File: src/verilog/memPkg.sv
package memPkg;

    // address space of the shared RAM
    localparam int AddrW    = 12;
    localparam int RamDepth = 4096;

    localparam int ByteW = 8;
    localparam int WordW = 32;

    // byte counter inside the sequencer, counts 0..4
    localparam int CntW = 3;

    typedef logic [AddrW-1:0] addrT;
    typedef logic [ByteW-1:0] byteT;
    typedef logic [WordW-1:0] wordT;
    typedef logic [WordW-1:0] instT;

    // 1, 2 or 4 bytes
    typedef enum logic [1:0] {
        szByte = 2'd0,
        szHalf = 2'd1,
        szWord = 2'd2
    } sizeT;

    typedef enum logic {
        opLoad  = 1'b0,
        opStore = 1'b1
    } opT;

    // current owner of the memory
    typedef enum logic {
        srcFetch = 1'b0,
        srcData  = 1'b1
    } srcT;

endpackage

File: src/verilog/memReqIf.sv
`timescale 1ns/1ps

interface memReqIf;

    // job fields, valid only with start
    logic          start;
    memPkg::opT    op;
    memPkg::sizeT  size;
    memPkg::addrT  addr;
    memPkg::wordT  wdata;

    // job status and result
    logic          busy;
    logic          done;
    memPkg::wordT  rdata;

    modport arb (
        output start, op, size, addr, wdata,
        input  busy, done, rdata
    );

    modport seq (
        input  start, op, size, addr, wdata,
        output busy, done, rdata
    );

endinterface

File: src/verilog/memCtrl.sv
`timescale 1ns/1ps

module memCtrl (
    input  logic          clk,
    input  logic          rst,
    input  logic          rdy,

    memReqIf.seq          req,

    output logic          ramWe,
    output memPkg::addrT  ramAddr,
    output memPkg::byteT  ramWdata,
    input  memPkg::byteT  ramRdata
);

    logic [memPkg::CntW-1:0] cnt;
    logic [memPkg::CntW-1:0] nBytes;
    logic                    busyQ;
    logic                    accept;
    logic                    isLoad;
    logic                    lastCycle;
    logic [1:0]              lastLane;

    memPkg::addrT  base;
    memPkg::sizeT  sizeQ;
    memPkg::opT    opQ;
    memPkg::wordT  storeWord;
    memPkg::wordT  acc;
    memPkg::wordT  assembled;

    function automatic logic [memPkg::CntW-1:0] byteCount(input memPkg::sizeT size);
        logic [memPkg::CntW-1:0] n;
        case (size)
            memPkg::szByte: n = 3'd1;
            memPkg::szHalf: n = 3'd2;
            default:        n = 3'd4;
        endcase
        return n;
    endfunction

    assign accept = req.start && !busyQ;
    assign isLoad = (opQ == memPkg::opLoad);
    assign nBytes = byteCount(sizeQ);

    // loads wait one extra cycle for the last byte
    assign lastCycle = isLoad ? (cnt == nBytes) : (cnt == nBytes - 3'd1);

    // cnt is one ahead of the byte now on ramRdata
    assign lastLane = 2'(cnt - 3'd1);

    always_comb begin
        assembled = acc;
        if (cnt != '0) begin
            assembled[lastLane*8 +: 8] = ramRdata;
        end
    end

    always_ff @(posedge clk) begin
        if (rst) begin
            busyQ <= 1'b0;
            cnt   <= '0;
        end else if (rdy) begin
            if (accept) begin
                busyQ <= 1'b1;
                cnt   <= '0;
            end else if (busyQ) begin
                if (lastCycle) begin
                    busyQ <= 1'b0;
                    cnt   <= '0;
                end else begin
                    cnt <= cnt + 3'd1;
                end
            end
        end
    end

    always_ff @(posedge clk) begin
        if (rdy) begin
            if (accept) begin
                base      <= req.addr;
                sizeQ     <= req.size;
                opQ       <= req.op;
                storeWord <= req.wdata;
                // upper lanes stay zero for short loads
                acc       <= '0;
            end else if (busyQ && isLoad && cnt != '0) begin
                acc <= assembled;
            end
        end
    end

    // one byte per cycle, little-endian
    // previous address while stalled so ramRdata keeps its byte
    assign ramAddr  = base + memPkg::addrT'(rdy ? cnt : cnt - 3'd1);
    assign ramWdata = storeWord[cnt[1:0]*8 +: 8];
    assign ramWe    = rdy && busyQ && !isLoad;

    assign req.busy  = busyQ;
    assign req.done  = rdy && busyQ && lastCycle;
    assign req.rdata = assembled;

endmodule

File: src/flat_wrapper.sv
// flat-port wrapper written by rule: the top's interface ports become plain ports
module memCtrl_flat 
  (clk, rst, rdy, ramWe, ramAddr, ramWdata, ramRdata, req_start, req_op, req_size, req_addr, req_wdata, req_busy, req_done, req_rdata);
  memReqIf req_i ();
  input  logic clk;
  input  logic rst;
  input  logic rdy;
  output logic ramWe;
  output memPkg::addrT ramAddr;
  output memPkg::byteT ramWdata;
  input  memPkg::byteT ramRdata;
  input wire logic [$bits(req_i.start)-1:0] req_start;
  input wire logic [$bits(req_i.op)-1:0] req_op;
  input wire logic [$bits(req_i.size)-1:0] req_size;
  input wire logic [$bits(req_i.addr)-1:0] req_addr;
  input wire logic [$bits(req_i.wdata)-1:0] req_wdata;
  output wire logic [$bits(req_i.busy)-1:0] req_busy;
  output wire logic [$bits(req_i.done)-1:0] req_done;
  output wire logic [$bits(req_i.rdata)-1:0] req_rdata;
  assign req_i.start = req_start;
  assign req_i.op = req_op;
  assign req_i.size = req_size;
  assign req_i.addr = req_addr;
  assign req_i.wdata = req_wdata;
  assign req_busy = req_i.busy;
  assign req_done = req_i.done;
  assign req_rdata = req_i.rdata;
  memCtrl u_core (.clk(clk), .rst(rst), .rdy(rdy), .req(req_i), .ramWe(ramWe), .ramAddr(ramAddr), .ramWdata(ramWdata), .ramRdata(ramRdata));
endmodule
File: config.mk
export PLATFORM = sky130hd
export DESIGN_NAME = memCtrl_flat
export DESIGN_NICKNAME = d
export VERILOG_FILES = /design/src/verilog/memPkg.sv /design/src/verilog/memReqIf.sv /design/src/verilog/memCtrl.sv /design/src/flat_wrapper.sv
export SDC_FILE = /design/constraint.sdc
export NUM_CORES = 1
export LEC_CHECK = 0
export BUFFER_PORTS_ARGS = -buffer_cell sky130_fd_sc_hd__buf_2
export CORE_MARGIN = 2
export CORE_UTILIZATION = 50
export DETAILED_ROUTE_END_ITERATION = 10
export PLACE_DENSITY_LB_ADDON = 0.25
export SETUP_SLACK_MARGIN = 0.5
export SLEW_MARGIN = 20
export SYNTH_ARGS = -nofsm -noshare
export SYNTH_HDL_FRONTEND = slang
export SYNTH_SLANG_ARGS = --single-unit
File: constraint.sdc
create_clock -name clk -period 10.7 [get_ports clk]
set_input_delay 2.14 -clock clk [delete_from_list [all_inputs] [get_ports clk]]
set_output_delay 2.14 -clock clk [all_outputs]
set_load 0.02 [all_outputs]
Yosys cells after proc, flatten, opt, wreduce, memory -nomap -nowiden
Index checks and enable logic that the tools add are counted.

operators by class
  add/sub/neg operators = 6
  equality and inequality tests = 3
  shift operators = 3
  muxes and demuxes = 12
  bitwise logic cells = 1
  reduce and logical (&&, ||, !) cells = 14

operator list
  cell                                                                      number
  32-bit 2-to-1 mux                                                         2
  5-bit negator with 34-bit output                                          1
  8-bit by 34-bit variable shift with 32-bit output (first input constant)  1
  8-bit by 34-bit indexed part select with 32-bit output                    1
  32-bit bitwise mux                                                        1
  32-bit by 6-bit indexed part select with 8-bit output                     1
  12-bit adder                                                              1
  12-bit 2-to-1 mux                                                         1
  3-bit 2-to-1 mux                                                          3
  3-bit equality test                                                       2
  1-bit logical AND                                                         6
  3-bit case mux with 2 select lines                                        1
  2-bit AND reduction                                                       3
  1-bit 2-to-1 mux                                                          4
  2-bit nonzero test                                                        2
  3-bit by 1-bit subtractor with 4-bit output (second input constant)       1
  3-bit by 1-bit adder with 3-bit output (second input constant)            1
  3-bit nonzero test                                                        1
  3-bit by 1-bit subtractor with 3-bit output (second input constant)       1
  2-bit by 1-bit equality test with 1-bit output (second input constant)    1
  2-bit logical NOT                                                         1
  2-bit by 1-bit subtractor with 2-bit output (second input constant)       1
  1-bit logical NOT                                                         1
  1-bit NOT                                                                 1

storage, ports and cells
  bits in registers = 83
  input bits = 59
  logic and storage cells = 46

Logic depth before layout (Yosys ltp)
  depth in word-level cells = 8
  depth in mapped cells = 11
  depth with buffers taken out = 10

Worst setup path after synthesis
OpenSTA, ideal clock, no wires.

  kind = input port to output port
  from = input rdy
  to = output ramAddr[11]
  arrival = 4.065 ns
  required time = 8.560 ns
  setup slack = 4.495 ns
  stages on the path = 8
  buffers on the path = 1
  cells stage by stage = buf_2 > nor4_4 > ha_1 > a21o_1 > a21oi_1 > a21oi_1 > or3_1 > o211ai_1

on the way
  word-level cells in the longest chain between the ends = 2

ends and longest elaborated chain
  element            RTL line           RTL
  from (decl)        flat_wrapper.sv:7  input logic rdy;
  12-bit 2-to-1 mux  memCtrl.sv:94      assign ramAddr = base + memPkg::addrT'(rdy ? cnt : cnt - 3'd1);
  12-bit adder       memCtrl.sv:94
  to (decl)          flat_wrapper.sv:9  output memPkg::addrT ramAddr;

No other way between the ends.

Worst setup path after layout
Ends and elaborated chain as after synthesis.

==> results.json <==
{
  "grt_max_degree": 48,
  "viasPerCell": 5.61,
  "cts_setup_buffers": 0,
  "reg2reg_from": "u_core.cnt[1]",
  "synthFlopType": "edfxtp_1",
  "min_period_ns": 6.51,
  "yosysSeqAreaShare": 0.567,
  "final_cell_area_um2": 5200,
  "fin_hold_ws_ns": 0.626,
  "synth_top_area_share": 0.548,
  "ant_nets": 0,
  "synth_fp_nets": 413,
  "cts.repair.resized": 0,
  "final_hold_viol_count": 0,
  "cp_data_arrival_time_ns": 4.37,
  "start_kind": "primary input",
  "die_y_um": 97.0,
  "critical_path.endpoint_type": "output pin",
  "hp-start": "u_core.req.busy",
  "drive_gt1_frac": 0.338,
  "die_area_um2": 9410,
  "cts_tree": "done",
  "ff2ff_path_depth": 6,
  "rsz0062_at_grt": "false",
  "first_iter_violations": 249,
  "h-tree-depth": 3,
  "synth_common_cells": "edfxtp_1 (79), nand2_1 (39), a21boi_0 (31)",
  "antenna_found_initial": 0,
  "fin_setup_tns_ns": 0,
  "synth_edf_count": 79,
  "grt.overflow.total": 0,
  "maxSlewHeadroom": 0.321,
  "vias": 3113,
  "diodes": 0,
  "yosys-top-cells-area": "edfxtp_1 (55%), ha_1 (5.8%), a21boi_0 (5.4%)",
  "cts.clk_slew.worst_paths_ns": 0.08,
  "rrSetupSlack_ns": 7.91,
  "die_x_um": 97.0,
  "cts_hold_buffers": 0,
  "endpoint": "ramAddr[11]",
  "preCtsSetupSlack_ns": 4.20,
  "irDropWorstVdd_v": 0.0000936,
  "setup_viol_count_final": 0,
  "status": "finished clean",
  "postSynthAreaPerCell_um2": 13.0,
  "routed_wl_um": 9220,
  "cp.required_ns": 8.56,
  "post-route-drc-count": 0,
  "io_buffer_count": 113,
  "worstHoldPathType": "flop to flop",
  "p_per_area_nw_per_um2": 147,
  "synth_area_um2": 4330,
  "yosysWarnings": 0,
  "grt_pass1_vias": 3091,
  "reg2reg_to": "u_core.acc[30]",
  "dpl.hpwl_um": 6550,
  "syn_inst": 333,
  "startpoint": "rdy",
  "gp_congestion": 0.785,
  "start_util": 0.521,
  "period_share": 0.608,
  "ys_ff_latch": 83,
  "yosysTopAreaCell": "edfxtp_1",
  "placed_area_um2": 4970,
  "grt_pass1_wl_um": 15500,
  "power_leakage_nw": 2.10,
  "critical_path_class": "primary input to output pin",
  "nets": 525,
  "max_cap_violations": 0,
  "drv_slew": 0,
  "grt_use_total": 0.203,
  "worst_pin_slew_ns": 1.02,
  "finClkSkew_ns": 0.0121,
  "rows": 33,
  "yosysMostFrequentCell": "edfxtp_1",
  "timing.fmax_ghz": 0.154,
  "clockBufferDepth": 2,
  "syn_to_final_growth_pct": 20.3,
  "critPathMaxFanout": 9,
  "io_pins": 114,
  "async_flop_share": 0,
  "synth_cell_types": 51,
  "post_drt_wl_per_cell_um": 16.6,
  "clk_latency_ns": 0.34,
  "clkSinkCount": 83,
  "numCtsBuffers": 9,
  "core_um2": 8300,
  "dr.pass1.iters": 5,
  "layout_setup_ws_ns": 4.19,
  "power_mw": 0.762,
  "root_buffer": "clkbuf_8"
}
## sequential cells by signal (all words and copies together) (netlist names)
register          count
u_core.req.busy       1
u_core.opQ            1
u_core.base          12
u_core.acc           32
u_core.storeWord     32
u_core.cnt            3
u_core.sizeQ          2
## worst max-delay path: stages
cell and delay, ns:
buf_2 0.16, nor4_4 0.47, ha_1 0.40, a21o_1 0.20, a21oi_1 0.19, a21oi_1 0.14
or3_1 0.39, o211ai_1 0.08, buf_2 0.18
## through the flow
step | util | std cells
after floorplan | - | 333
after global placement | 0.599 | 539
after detailed placement | 0.599 | 539
after CTS | 0.627 | 555
after global routing | 0.627 | 555
final | 0.627 | 555
## layer usage
| layer | up-vias | track usage | part of all wire |
|---|---|---|---|
| li1 | 1509 | - | - |
| met5 | - | 0 | 0 |
| met3 | 9 | 0.0527 | 0.058 |
| met4 | 0 | 0.0433 | 0.010 |
| met2 | 103 | 0.330 | 0.50 |
| met1 | 1492 | 0.278 | 0.43 |
## placed cells by master, fill, tap and decap left out, types with 3 or more instances in the layout
master / Yosys / final
inv_1: 13 / 13
a21oi_1: 12 / 12
o21ai_0: 3 / 3
a21o_1: 4 / 4
nor3_1: 4 / 4
a21boi_0: 31 / 31
nand2b_1: 5 / 5
nor2b_1: 7 / 6
a32o_1: 7 / 7
or2_2: 3 / 3
a22o_1: 8 / 8
edfxtp_1: 79 / 79
dfxtp_1: 4 / 4
nand3_1: 4 / 4
o31ai_1: 16 / 16
xnor2_1: 8 / 8
clkbuf_8: 0 / 9
buf_2: 4 / 113
ha_1: 20 / 20
xor2_1: 4 / 4
nand2_1: 39 / 39
nor2_1: 7 / 7
or3_1: 4 / 4
mux4_2: 8 / 8
## power breakdown
group | total, mW | switching (mW) | internal, mW
logic | 0.130 | 0.0804 | 0.0500
clock network | 0.254 | 0.119 | 0.136
registers | 0.378 | 0.00477 | 0.373
total | 0.762 | 0.204 | 0.559
## logic make-up (layout without fill, tap and decap cells)
family                     Yosys count  in the layout  synth area share
DFF                                 83             83             0.567
buffers and inverters               27            144            0.0272
AOI/OAI and AO/OA                   94             94             0.164
muxes                               10             10            0.0463
and+or+nand+nor                     85             85             0.106
adders and majority gates           21             21            0.0625
xor gates and xnor gates            13             13            0.0281
## cell type report
class	count	area (um^2)
clock buffer	9	124
clock inverter	7	106
fill	666	3100
inverter	13	48.8
multi-input combinational	223	1760
sequential	83	2450
tap	105	131
timing repair buffer	115	581
## worst min path at each step
| stage | slack (ns) | to | cells past startpoint |
|---|---|---|---|
| after floorplan | 0.60 | u_core.cnt[2] | 2 |
| after global placement | 0.60 | u_core.req.busy | 2 |
| after detailed placement | 0.60 | u_core.req.busy | 2 |
| after CTS | 0.62 | u_core.req.busy | 2 |
| after global routing | 0.72 | u_core.req.busy | 2 |
| final | 0.63 | u_core.req.busy | 2 |
Note: power is estimated with default switching activity, not from simulation.
