==> src/verilog/memPkg.sv <==
package memPkg;

    // address space of the shared RAM
    localparam int AddrW    = 12;
    localparam int RamDepth = 4096;

    localparam int ByteW = 8;
    localparam int WordW = 32;

    // byte counter inside the sequencer, counts 0..4
    localparam int CntW = 3;

    typedef logic [AddrW-1:0] addrT;
    typedef logic [ByteW-1:0] byteT;
    typedef logic [WordW-1:0] wordT;
    typedef logic [WordW-1:0] instT;

    // 1, 2 or 4 bytes
    typedef enum logic [1:0] {
        szByte = 2'd0,
        szHalf = 2'd1,
        szWord = 2'd2
    } sizeT;

    typedef enum logic {
        opLoad  = 1'b0,
        opStore = 1'b1
    } opT;

    // current owner of the memory
    typedef enum logic {
        srcFetch = 1'b0,
        srcData  = 1'b1
    } srcT;

endpackage

==> src/verilog/memReqIf.sv <==
`timescale 1ns/1ps

interface memReqIf;

    // job fields, valid only with start
    logic          start;
    memPkg::opT    op;
    memPkg::sizeT  size;
    memPkg::addrT  addr;
    memPkg::wordT  wdata;

    // job status and result
    logic          busy;
    logic          done;
    memPkg::wordT  rdata;

    modport arb (
        output start, op, size, addr, wdata,
        input  busy, done, rdata
    );

    modport seq (
        input  start, op, size, addr, wdata,
        output busy, done, rdata
    );

endinterface

==> src/verilog/memArbiter.sv <==
`timescale 1ns/1ps

module memArbiter (
    input  logic          clk,
    input  logic          rst,
    input  logic          rdy,

    input  logic          fetchEn,
    input  memPkg::addrT  fetchAddr,

    input  logic          dataEn,
    input  memPkg::opT    dataOp,
    input  memPkg::sizeT  dataSize,
    input  memPkg::addrT  dataAddr,
    input  memPkg::wordT  dataWdata,

    output logic          fetchDone,
    output logic          dataDone,
    output memPkg::instT  fetchInst,
    output memPkg::wordT  dataRdata,
    output logic          fetchWait,
    output logic          dataWait,

    memReqIf.arb          req
);

    logic          startQ;
    logic          active;
    memPkg::srcT   owner;
    logic          pick;

    memPkg::opT    jobOp;
    memPkg::sizeT  jobSize;
    memPkg::addrT  jobAddr;
    memPkg::wordT  jobWdata;

    memPkg::instT  instQ;
    memPkg::wordT  dataQ;

    // idle and someone is asking
    assign pick = !active && !req.busy && (dataEn || fetchEn);

    always_ff @(posedge clk) begin
        if (rst) begin
            startQ <= 1'b0;
            active <= 1'b0;
            owner  <= memPkg::srcFetch;
        end else if (rdy) begin
            startQ <= 1'b0;
            if (pick) begin
                startQ <= 1'b1;
                active <= 1'b1;
                // data side has priority
                owner  <= dataEn ? memPkg::srcData : memPkg::srcFetch;
            end else if (active && req.done) begin
                active <= 1'b0;
            end
        end
    end

    always_ff @(posedge clk) begin
        if (rdy) begin
            if (pick) begin
                if (dataEn) begin
                    jobOp    <= dataOp;
                    jobSize  <= dataSize;
                    jobAddr  <= dataAddr;
                    jobWdata <= dataWdata;
                end else begin
                    // a fetch is a plain word load
                    jobOp    <= memPkg::opLoad;
                    jobSize  <= memPkg::szWord;
                    jobAddr  <= fetchAddr;
                    jobWdata <= '0;
                end
            end
            if (fetchDone) begin
                instQ <= req.rdata;
            end
            if (dataDone) begin
                dataQ <= req.rdata;
            end
        end
    end

    assign req.start = startQ;
    assign req.op    = jobOp;
    assign req.size  = jobSize;
    assign req.addr  = jobAddr;
    assign req.wdata = jobWdata;

    assign fetchDone = active && (owner == memPkg::srcFetch) && req.done;
    assign dataDone  = active && (owner == memPkg::srcData) && req.done;

    // result visible in the done cycle, held afterwards
    assign fetchInst = fetchDone ? req.rdata : instQ;
    assign dataRdata = dataDone ? req.rdata : dataQ;

    assign fetchWait = active && (owner == memPkg::srcFetch);
    assign dataWait  = active && (owner == memPkg::srcData);

endmodule

==> src/flat_wrapper.sv <==
// flat-port wrapper written by rule: the top's interface ports become plain ports
module memArbiter_flat 
  (clk, rst, rdy, fetchEn, fetchAddr, dataEn, dataOp, dataSize, dataAddr, dataWdata, fetchDone, dataDone, fetchInst, dataRdata, fetchWait, dataWait, req_start, req_op, req_size, req_addr, req_wdata, req_busy, req_done, req_rdata);
  memReqIf req_i ();
  input  logic clk;
  input  logic rst;
  input  logic rdy;
  input  logic fetchEn;
  input  memPkg::addrT fetchAddr;
  input  logic dataEn;
  input  memPkg::opT dataOp;
  input  memPkg::sizeT dataSize;
  input  memPkg::addrT dataAddr;
  input  memPkg::wordT dataWdata;
  output logic fetchDone;
  output logic dataDone;
  output memPkg::instT fetchInst;
  output memPkg::wordT dataRdata;
  output logic fetchWait;
  output logic dataWait;
  output wire logic [$bits(req_i.start)-1:0] req_start;
  output wire logic [$bits(req_i.op)-1:0] req_op;
  output wire logic [$bits(req_i.size)-1:0] req_size;
  output wire logic [$bits(req_i.addr)-1:0] req_addr;
  output wire logic [$bits(req_i.wdata)-1:0] req_wdata;
  input wire logic [$bits(req_i.busy)-1:0] req_busy;
  input wire logic [$bits(req_i.done)-1:0] req_done;
  input wire logic [$bits(req_i.rdata)-1:0] req_rdata;
  assign req_start = req_i.start;
  assign req_op = req_i.op;
  assign req_size = req_i.size;
  assign req_addr = req_i.addr;
  assign req_wdata = req_i.wdata;
  assign req_i.busy = req_busy;
  assign req_i.done = req_done;
  assign req_i.rdata = req_rdata;
  memArbiter u_core (.clk(clk), .rst(rst), .rdy(rdy), .fetchEn(fetchEn), .fetchAddr(fetchAddr), .dataEn(dataEn), .dataOp(dataOp), .dataSize(dataSize), .dataAddr(dataAddr), .dataWdata(dataWdata), .fetchDone(fetchDone), .dataDone(dataDone), .fetchInst(fetchInst), .dataRdata(dataRdata), .fetchWait(fetchWait), .dataWait(dataWait), .req(req_i));
endmodule
==> config.mk <==
export PLATFORM = sky130hd
export DESIGN_NAME = memArbiter_flat
export DESIGN_NICKNAME = d
export VERILOG_FILES = /design/src/verilog/memPkg.sv /design/src/verilog/memReqIf.sv /design/src/verilog/memArbiter.sv /design/src/flat_wrapper.sv
export SDC_FILE = /design/constraint.sdc
export NUM_CORES = 1
export LEC_CHECK = 0
export BUFFER_PORTS_ARGS = -buffer_cell sky130_fd_sc_hd__buf_2
export CORE_MARGIN = 5
export CORE_UTILIZATION = 47
export DETAILED_ROUTE_END_ITERATION = 6
export PLACE_DENSITY = 0.8
export SLEW_MARGIN = 25
export SYNTH_ARGS = -nofsm -noshare
export SYNTH_HDL_FRONTEND = slang
export SYNTH_SLANG_ARGS = --single-unit
export TNS_END_PERCENT = 1
==> constraint.sdc <==
create_clock -name clk -period 2.8 [get_ports clk]
set_clock_uncertainty 0.1 [all_clocks]
set_input_delay 0.56 -clock clk [delete_from_list [all_inputs] [get_ports clk]]
set_output_delay 0.56 -clock clk [all_outputs]
set_load 0.005 [all_outputs]
Word-level counts from Yosys, hierarchy flattened
Index checks and enable logic that the tools add are counted.
- bits of input ports: 98
- output and inout port bits: 116
- logic and storage cells: 30
- register bits: 114
- reduce and logical (&&, ||, !) cells: 13
- bitwise operators: 1
- mux-type cells: 7
- operator list (cell ; number):
    two-way mux 32 bit ; 2
    two-way mux 12 bit ; 1
    logical AND 1 bit ; 7
    two-way mux 1 bit ; 4
    AND reduction 2 bit ; 2
    logical NOT 1 bit ; 2
    nonzero test 2 bit ; 1
    logical OR 1 bit ; 1
    inverter 1 bit ; 1

Longest topological paths before layout
- word-level depth: 5
- gate-level depth with buffers: 4
- depth with buffers taken out: 4

Least setup slack after synthesis
Ideal clock, no wire load.
- kind: input-to-reg
- start: in req_busy
- end: reg u_core.jobAddr[0], in the netlist u_core.req.addr[0] (enable)
- buffers on the path: 0
- slack: 0.544 ns
- arrival time: 1.754 ns
- cell stages on the path: 3
- setup time: 0.402 ns
- data required time: 2.298 ns
- path through: nor2_1 -> o211ai_1 -> inv_1
- cells in the longest elaborated chain, start to end: 4
- RTL lines (what ; line ; text):
    start: declaration ; flat_wrapper.sv:26 ; input wire logic [$bits(req_i.busy)-1:0] req_busy;
    logical NOT 1 bit ; memArbiter.sv:41 ; assign pick = !active && !req.busy && (dataEn || fetchEn);
    logical AND 1 bit (2 in a row) ; memArbiter.sv:41 ;
    AND reduction 2 bit (no line) ; - ;
    end signal: assignment ; memArbiter.sv:67 ; jobAddr <= dataAddr;
    end signal: assignment ; memArbiter.sv:73 ; jobAddr <= fetchAddr;
    end: declaration ; memArbiter.sv:34 ; memPkg::addrT jobAddr;
Every way passes these cells.
A chain may end at the register's enable or synchronous reset.

Final worst setup path
- start: reg u_core.owner
- end: out fetchInst[19]
- cells in the longest elaborated chain, start to end: 4
- RTL lines (what ; line ; text):
    start: declaration ; memArbiter.sv:29 ; memPkg::srcT owner;
    start signal: assignment ; memArbiter.sv:47 ; owner <= memPkg::srcFetch;
    start signal: assignment ; memArbiter.sv:54 ; owner <= dataEn ? memPkg::srcData : memPkg::srcFetch;
    inverter 1 bit ; memArbiter.sv:92 ; assign fetchDone = active && (owner == memPkg::srcFetch) && req.done;
    logical AND 1 bit (2 in a row) ; memArbiter.sv:92 ;
    two-way mux 32 bit ; - ;
    end: declaration ; flat_wrapper.sv:17 ; output memPkg::instT fetchInst;
Every way passes these cells.

==> impl_metrics.py <==
metrics = {
    "sta": {
        "fin_crit_ns": 2.48,
        "tns_ns": 0,
        "finalCritPeriodShare": 0.885,
        "max_freq_mhz": 404,
        "grt_setup_unrepaired": "false",
        "hold_violations": 0,
        "relSlewSlack": 0.433,
        "holdWs_ns": 0.149,
        "setup_viol": 0,
        "worst_slew_pin_slew_ns": 0.850,
        "drv_slew": 0,
    },
    "power_and_ir_drop": {
        "powerDensity_nw_per_um2": 691,
        "p_leak_nw": 2.72,
        "p_seq_frac": 0.450,
        "internal_power_mw": 3.52,
        "p_sw_frac": 0.210,
        "ir_worst_vdd_mv": 0.333,
        "power.switching_mw": 0.939,
        "finalPower_mw": 4.46,
        "p_clk_frac": 0.467,
        "p_comb_frac": 0.083,
    },
    "synthesis": {
        "syn_avg_cell_area_um2": 18.4,
        "async_flop_share": 0,
        "ys_seq_elements": 114,
        "synth_common_cells": "edfxtp_1 (111), mux2_2 (76), and2_1 (35), clkbuf_1 (4)",
        "synth_top_area_cell": "edfxtp_1",
        "synth_most_common_cell": "edfxtp_1",
        "synth_fp_nets": 351,
        "synth_cells": 253,
        "synthTopCellsByArea": "edfxtp_1 (72%), mux2_2 (18%), and2_1 (4.7%)",
        "synth_top_area_share": 0.717,
        "synth_edf_count": 111,
        "synth_cell_type_count": 20,
        "ys.flop_type": "edfxtp_1",
        "synth_area_um2": 4650,
        "synth_warnings": 0,
        "yosysSeqAreaShare": 0.730,
    },
    "critical_path": {
        "critPathMaxFanout": 33,
        "crit_required_ns": 2.14,
        "rr_endpoint": "u_core.req.size[1]",
        "worst_r2r_startpoint": "u_core.active",
        "ff2ff_setup_slack_ns": 1.07,
        "ff2ff_path_depth": 4,
        "cp-end-kind": "output port",
        "worstPathArrival_ns": 1.82,
        "startpoint_type": "register",
        "critPathKind": "register to output port",
        "startpoint": "u_core.owner",
    },
    "layout": {
        "area_delta_synth_final_pct": 39.0,
        "multi_input_area_um2": 1170,
        "antenna_cells": 0,
        "final-seq-area_um2": 3390,
        "fin_nets": 577,
        "drive_gt1_frac": 0.667,
        "fin_util": 0.664,
        "nFillCells": 712,
        "finalNonFillerCells": 625,
    },
    "cts": {
        "clock_sinks": 114,
        "cts_resized": 0,
        "cts-root-buf": "clkbuf_8",
        "numCtsBuffers": 17,
        "h-tree-depth": 4,
        "postCtsSetupRepairBufs": 0,
        "cts_buffer_depth": 2,
        "clk_latency_ns": 0.50,
        "ctsHoldBuffers": 0,
        "cts.clk_slew.worst_paths_ns": 0.06,
        "cts_tree": "done",
    },
    "die": {
        "die_x_um": 109,
        "start_util": 0.478,
        "rows": 36,
        "io_pins": 214,
        "design.core.area_um2": 9730,
        "die_h_um": 109,
        "dieArea_um2": 12000,
    },
    "routing": {
        "drt-pass1-iter-count": 4,
        "routed_wl_um": 11100,
        "postRouteAntennaNets": 0,
        "drt_iter0_drc": 150,
        "drc": 0,
        "via_per_inst": 4.84,
        "avgRoutedWirePerCell_um": 17.7,
        "vias": 3027,
    },
    "global_routing": {
        "grt_pass1_wl_um": 16500,
        "grt_use_total": 0.187,
        "grt_antenna_before_repair": 0,
        "grt_pass1_vias": 3188,
        "grt_start_max_net_pins": 68,
        "grt.overflow.total": 0,
    },
    "hold_path": {
        "whs_endpoint": "u_core.active",
        "hp-class": "input port to register",
        "whs_path_depth": 2,
        "hold_path.startpoint": "rst",
    },
    "place": {
        "place.gp.congestion": 0.756,
        "dp_hpwl_um": 8200,
        "io_buffers": 213,
        "place_inst": 593,
    },
    "run": {
        "drv_cap": 0,
    },
    "outcome": {
        "status": "finished, final reports clean",
    },
}
## power by group through the flow
| stage | combinational [mW] | sequential, mW | clock, mW |
|---|---|---|---|
| 3_3_place_gp | 0.361 | 2.04 | 0 |
| 2_1_floorplan | 0.150 | 2.04 | 0 |
| 3_5_place_dp | 0.375 | 2.04 | 0 |
| 5_1_grt | 0.407 | 2.02 | 2.22 |
| 4_1_cts | 0.376 | 2.01 | 2.13 |
| 6_report | 0.369 | 2.01 | 2.08 |
## placed cells by master (no fill, tap or decap)
master	count
a21oi_1	2
and2_1	35
and2b_1	1
buf_12	3
buf_2	213
buf_4	2
bufinv_16	3
clkbuf_16	16
clkbuf_8	1
clkinv_1	1
clkinv_2	4
clkinv_4	1
clkinvlp_4	6
dfxtp_1	3
edfxtp_1	111
inv_1	2
inv_2	1
mux2_2	76
nand2_1	2
nand2b_1	2
nand3_2	1
nand3b_2	1
nand4b_1	1
nor2_1	1
o211ai_1	1
o21ai_0	1
or2b_1	1
## metal layers
metal / part of all wire / vias to the layer above / GRT usage
li1: - / 1417 / -
met1: 0.36 / 1437 / 0.194
met2: 0.50 / 160 / 0.315
met3: 0.13 / 13 / 0.103
met4: 0.012 / 0 / 0.0703
met5: 0 / - / 0
## worst max path at each step
stage                              end  slack (ns)  cells after the start
floorplan           u_core.req.addr[0]        0.54                      3
global placement          fetchInst[3]        0.63                      5
detailed placement        dataRdata[8]        0.61                      5
CTS                      fetchInst[21]        0.28                      4
global route              fetchInst[3]        0.23                      4
finish                   fetchInst[19]        0.32                      4
## cell families (layout without fill, tap and decap cells)
| family | count (synthesis) | after routing | synth area share |
|---|---|---|---|
| AO/OA/AOI/OAI | 4 | 4 | 0.00485 |
| buffers and inverters | 14 | 253 | 0.0188 |
| flip-flops | 114 | 114 | 0.730 |
| multiplexers | 76 | 76 | 0.184 |
| AND/OR/NAND/NOR | 45 | 45 | 0.0619 |
## worst max-delay path: stages (launching register included)
cell	delay, ns
dfxtp_1	0.39
nand3b_2	0.17
buf_12	0.21
mux2_2	0.38
buf_2	0.14
## sequential cells by signal, indices dropped and copies added, names as in the netlist
register          flops
u_core.active         1
u_core.dataQ         32
u_core.instQ         32
u_core.owner          1
u_core.req.addr      12
u_core.req.op         1
u_core.req.size       2
u_core.req.start      1
u_core.req.wdata     32
## metrics by stage
step	cell area, µm²	setup slack [ns]
after global placement	5880	0.627
after floorplan	4650	0.544
after global routing	6460	0.229
after CTS	6460	0.285
final	6460	0.323
after detailed placement	5880	0.605
## area by class of cell
type,count,share of cell area
Clock buffer,17,0.0641
Clock inverter,15,0.0260
Inverter,3,0.00174
Multi-Input combinational cell,125,0.181
Sequential cell,114,0.525
Tap cell,133,0.0258
Timing Repair Buffer,218,0.177
(Power assumes the default switching activity.)
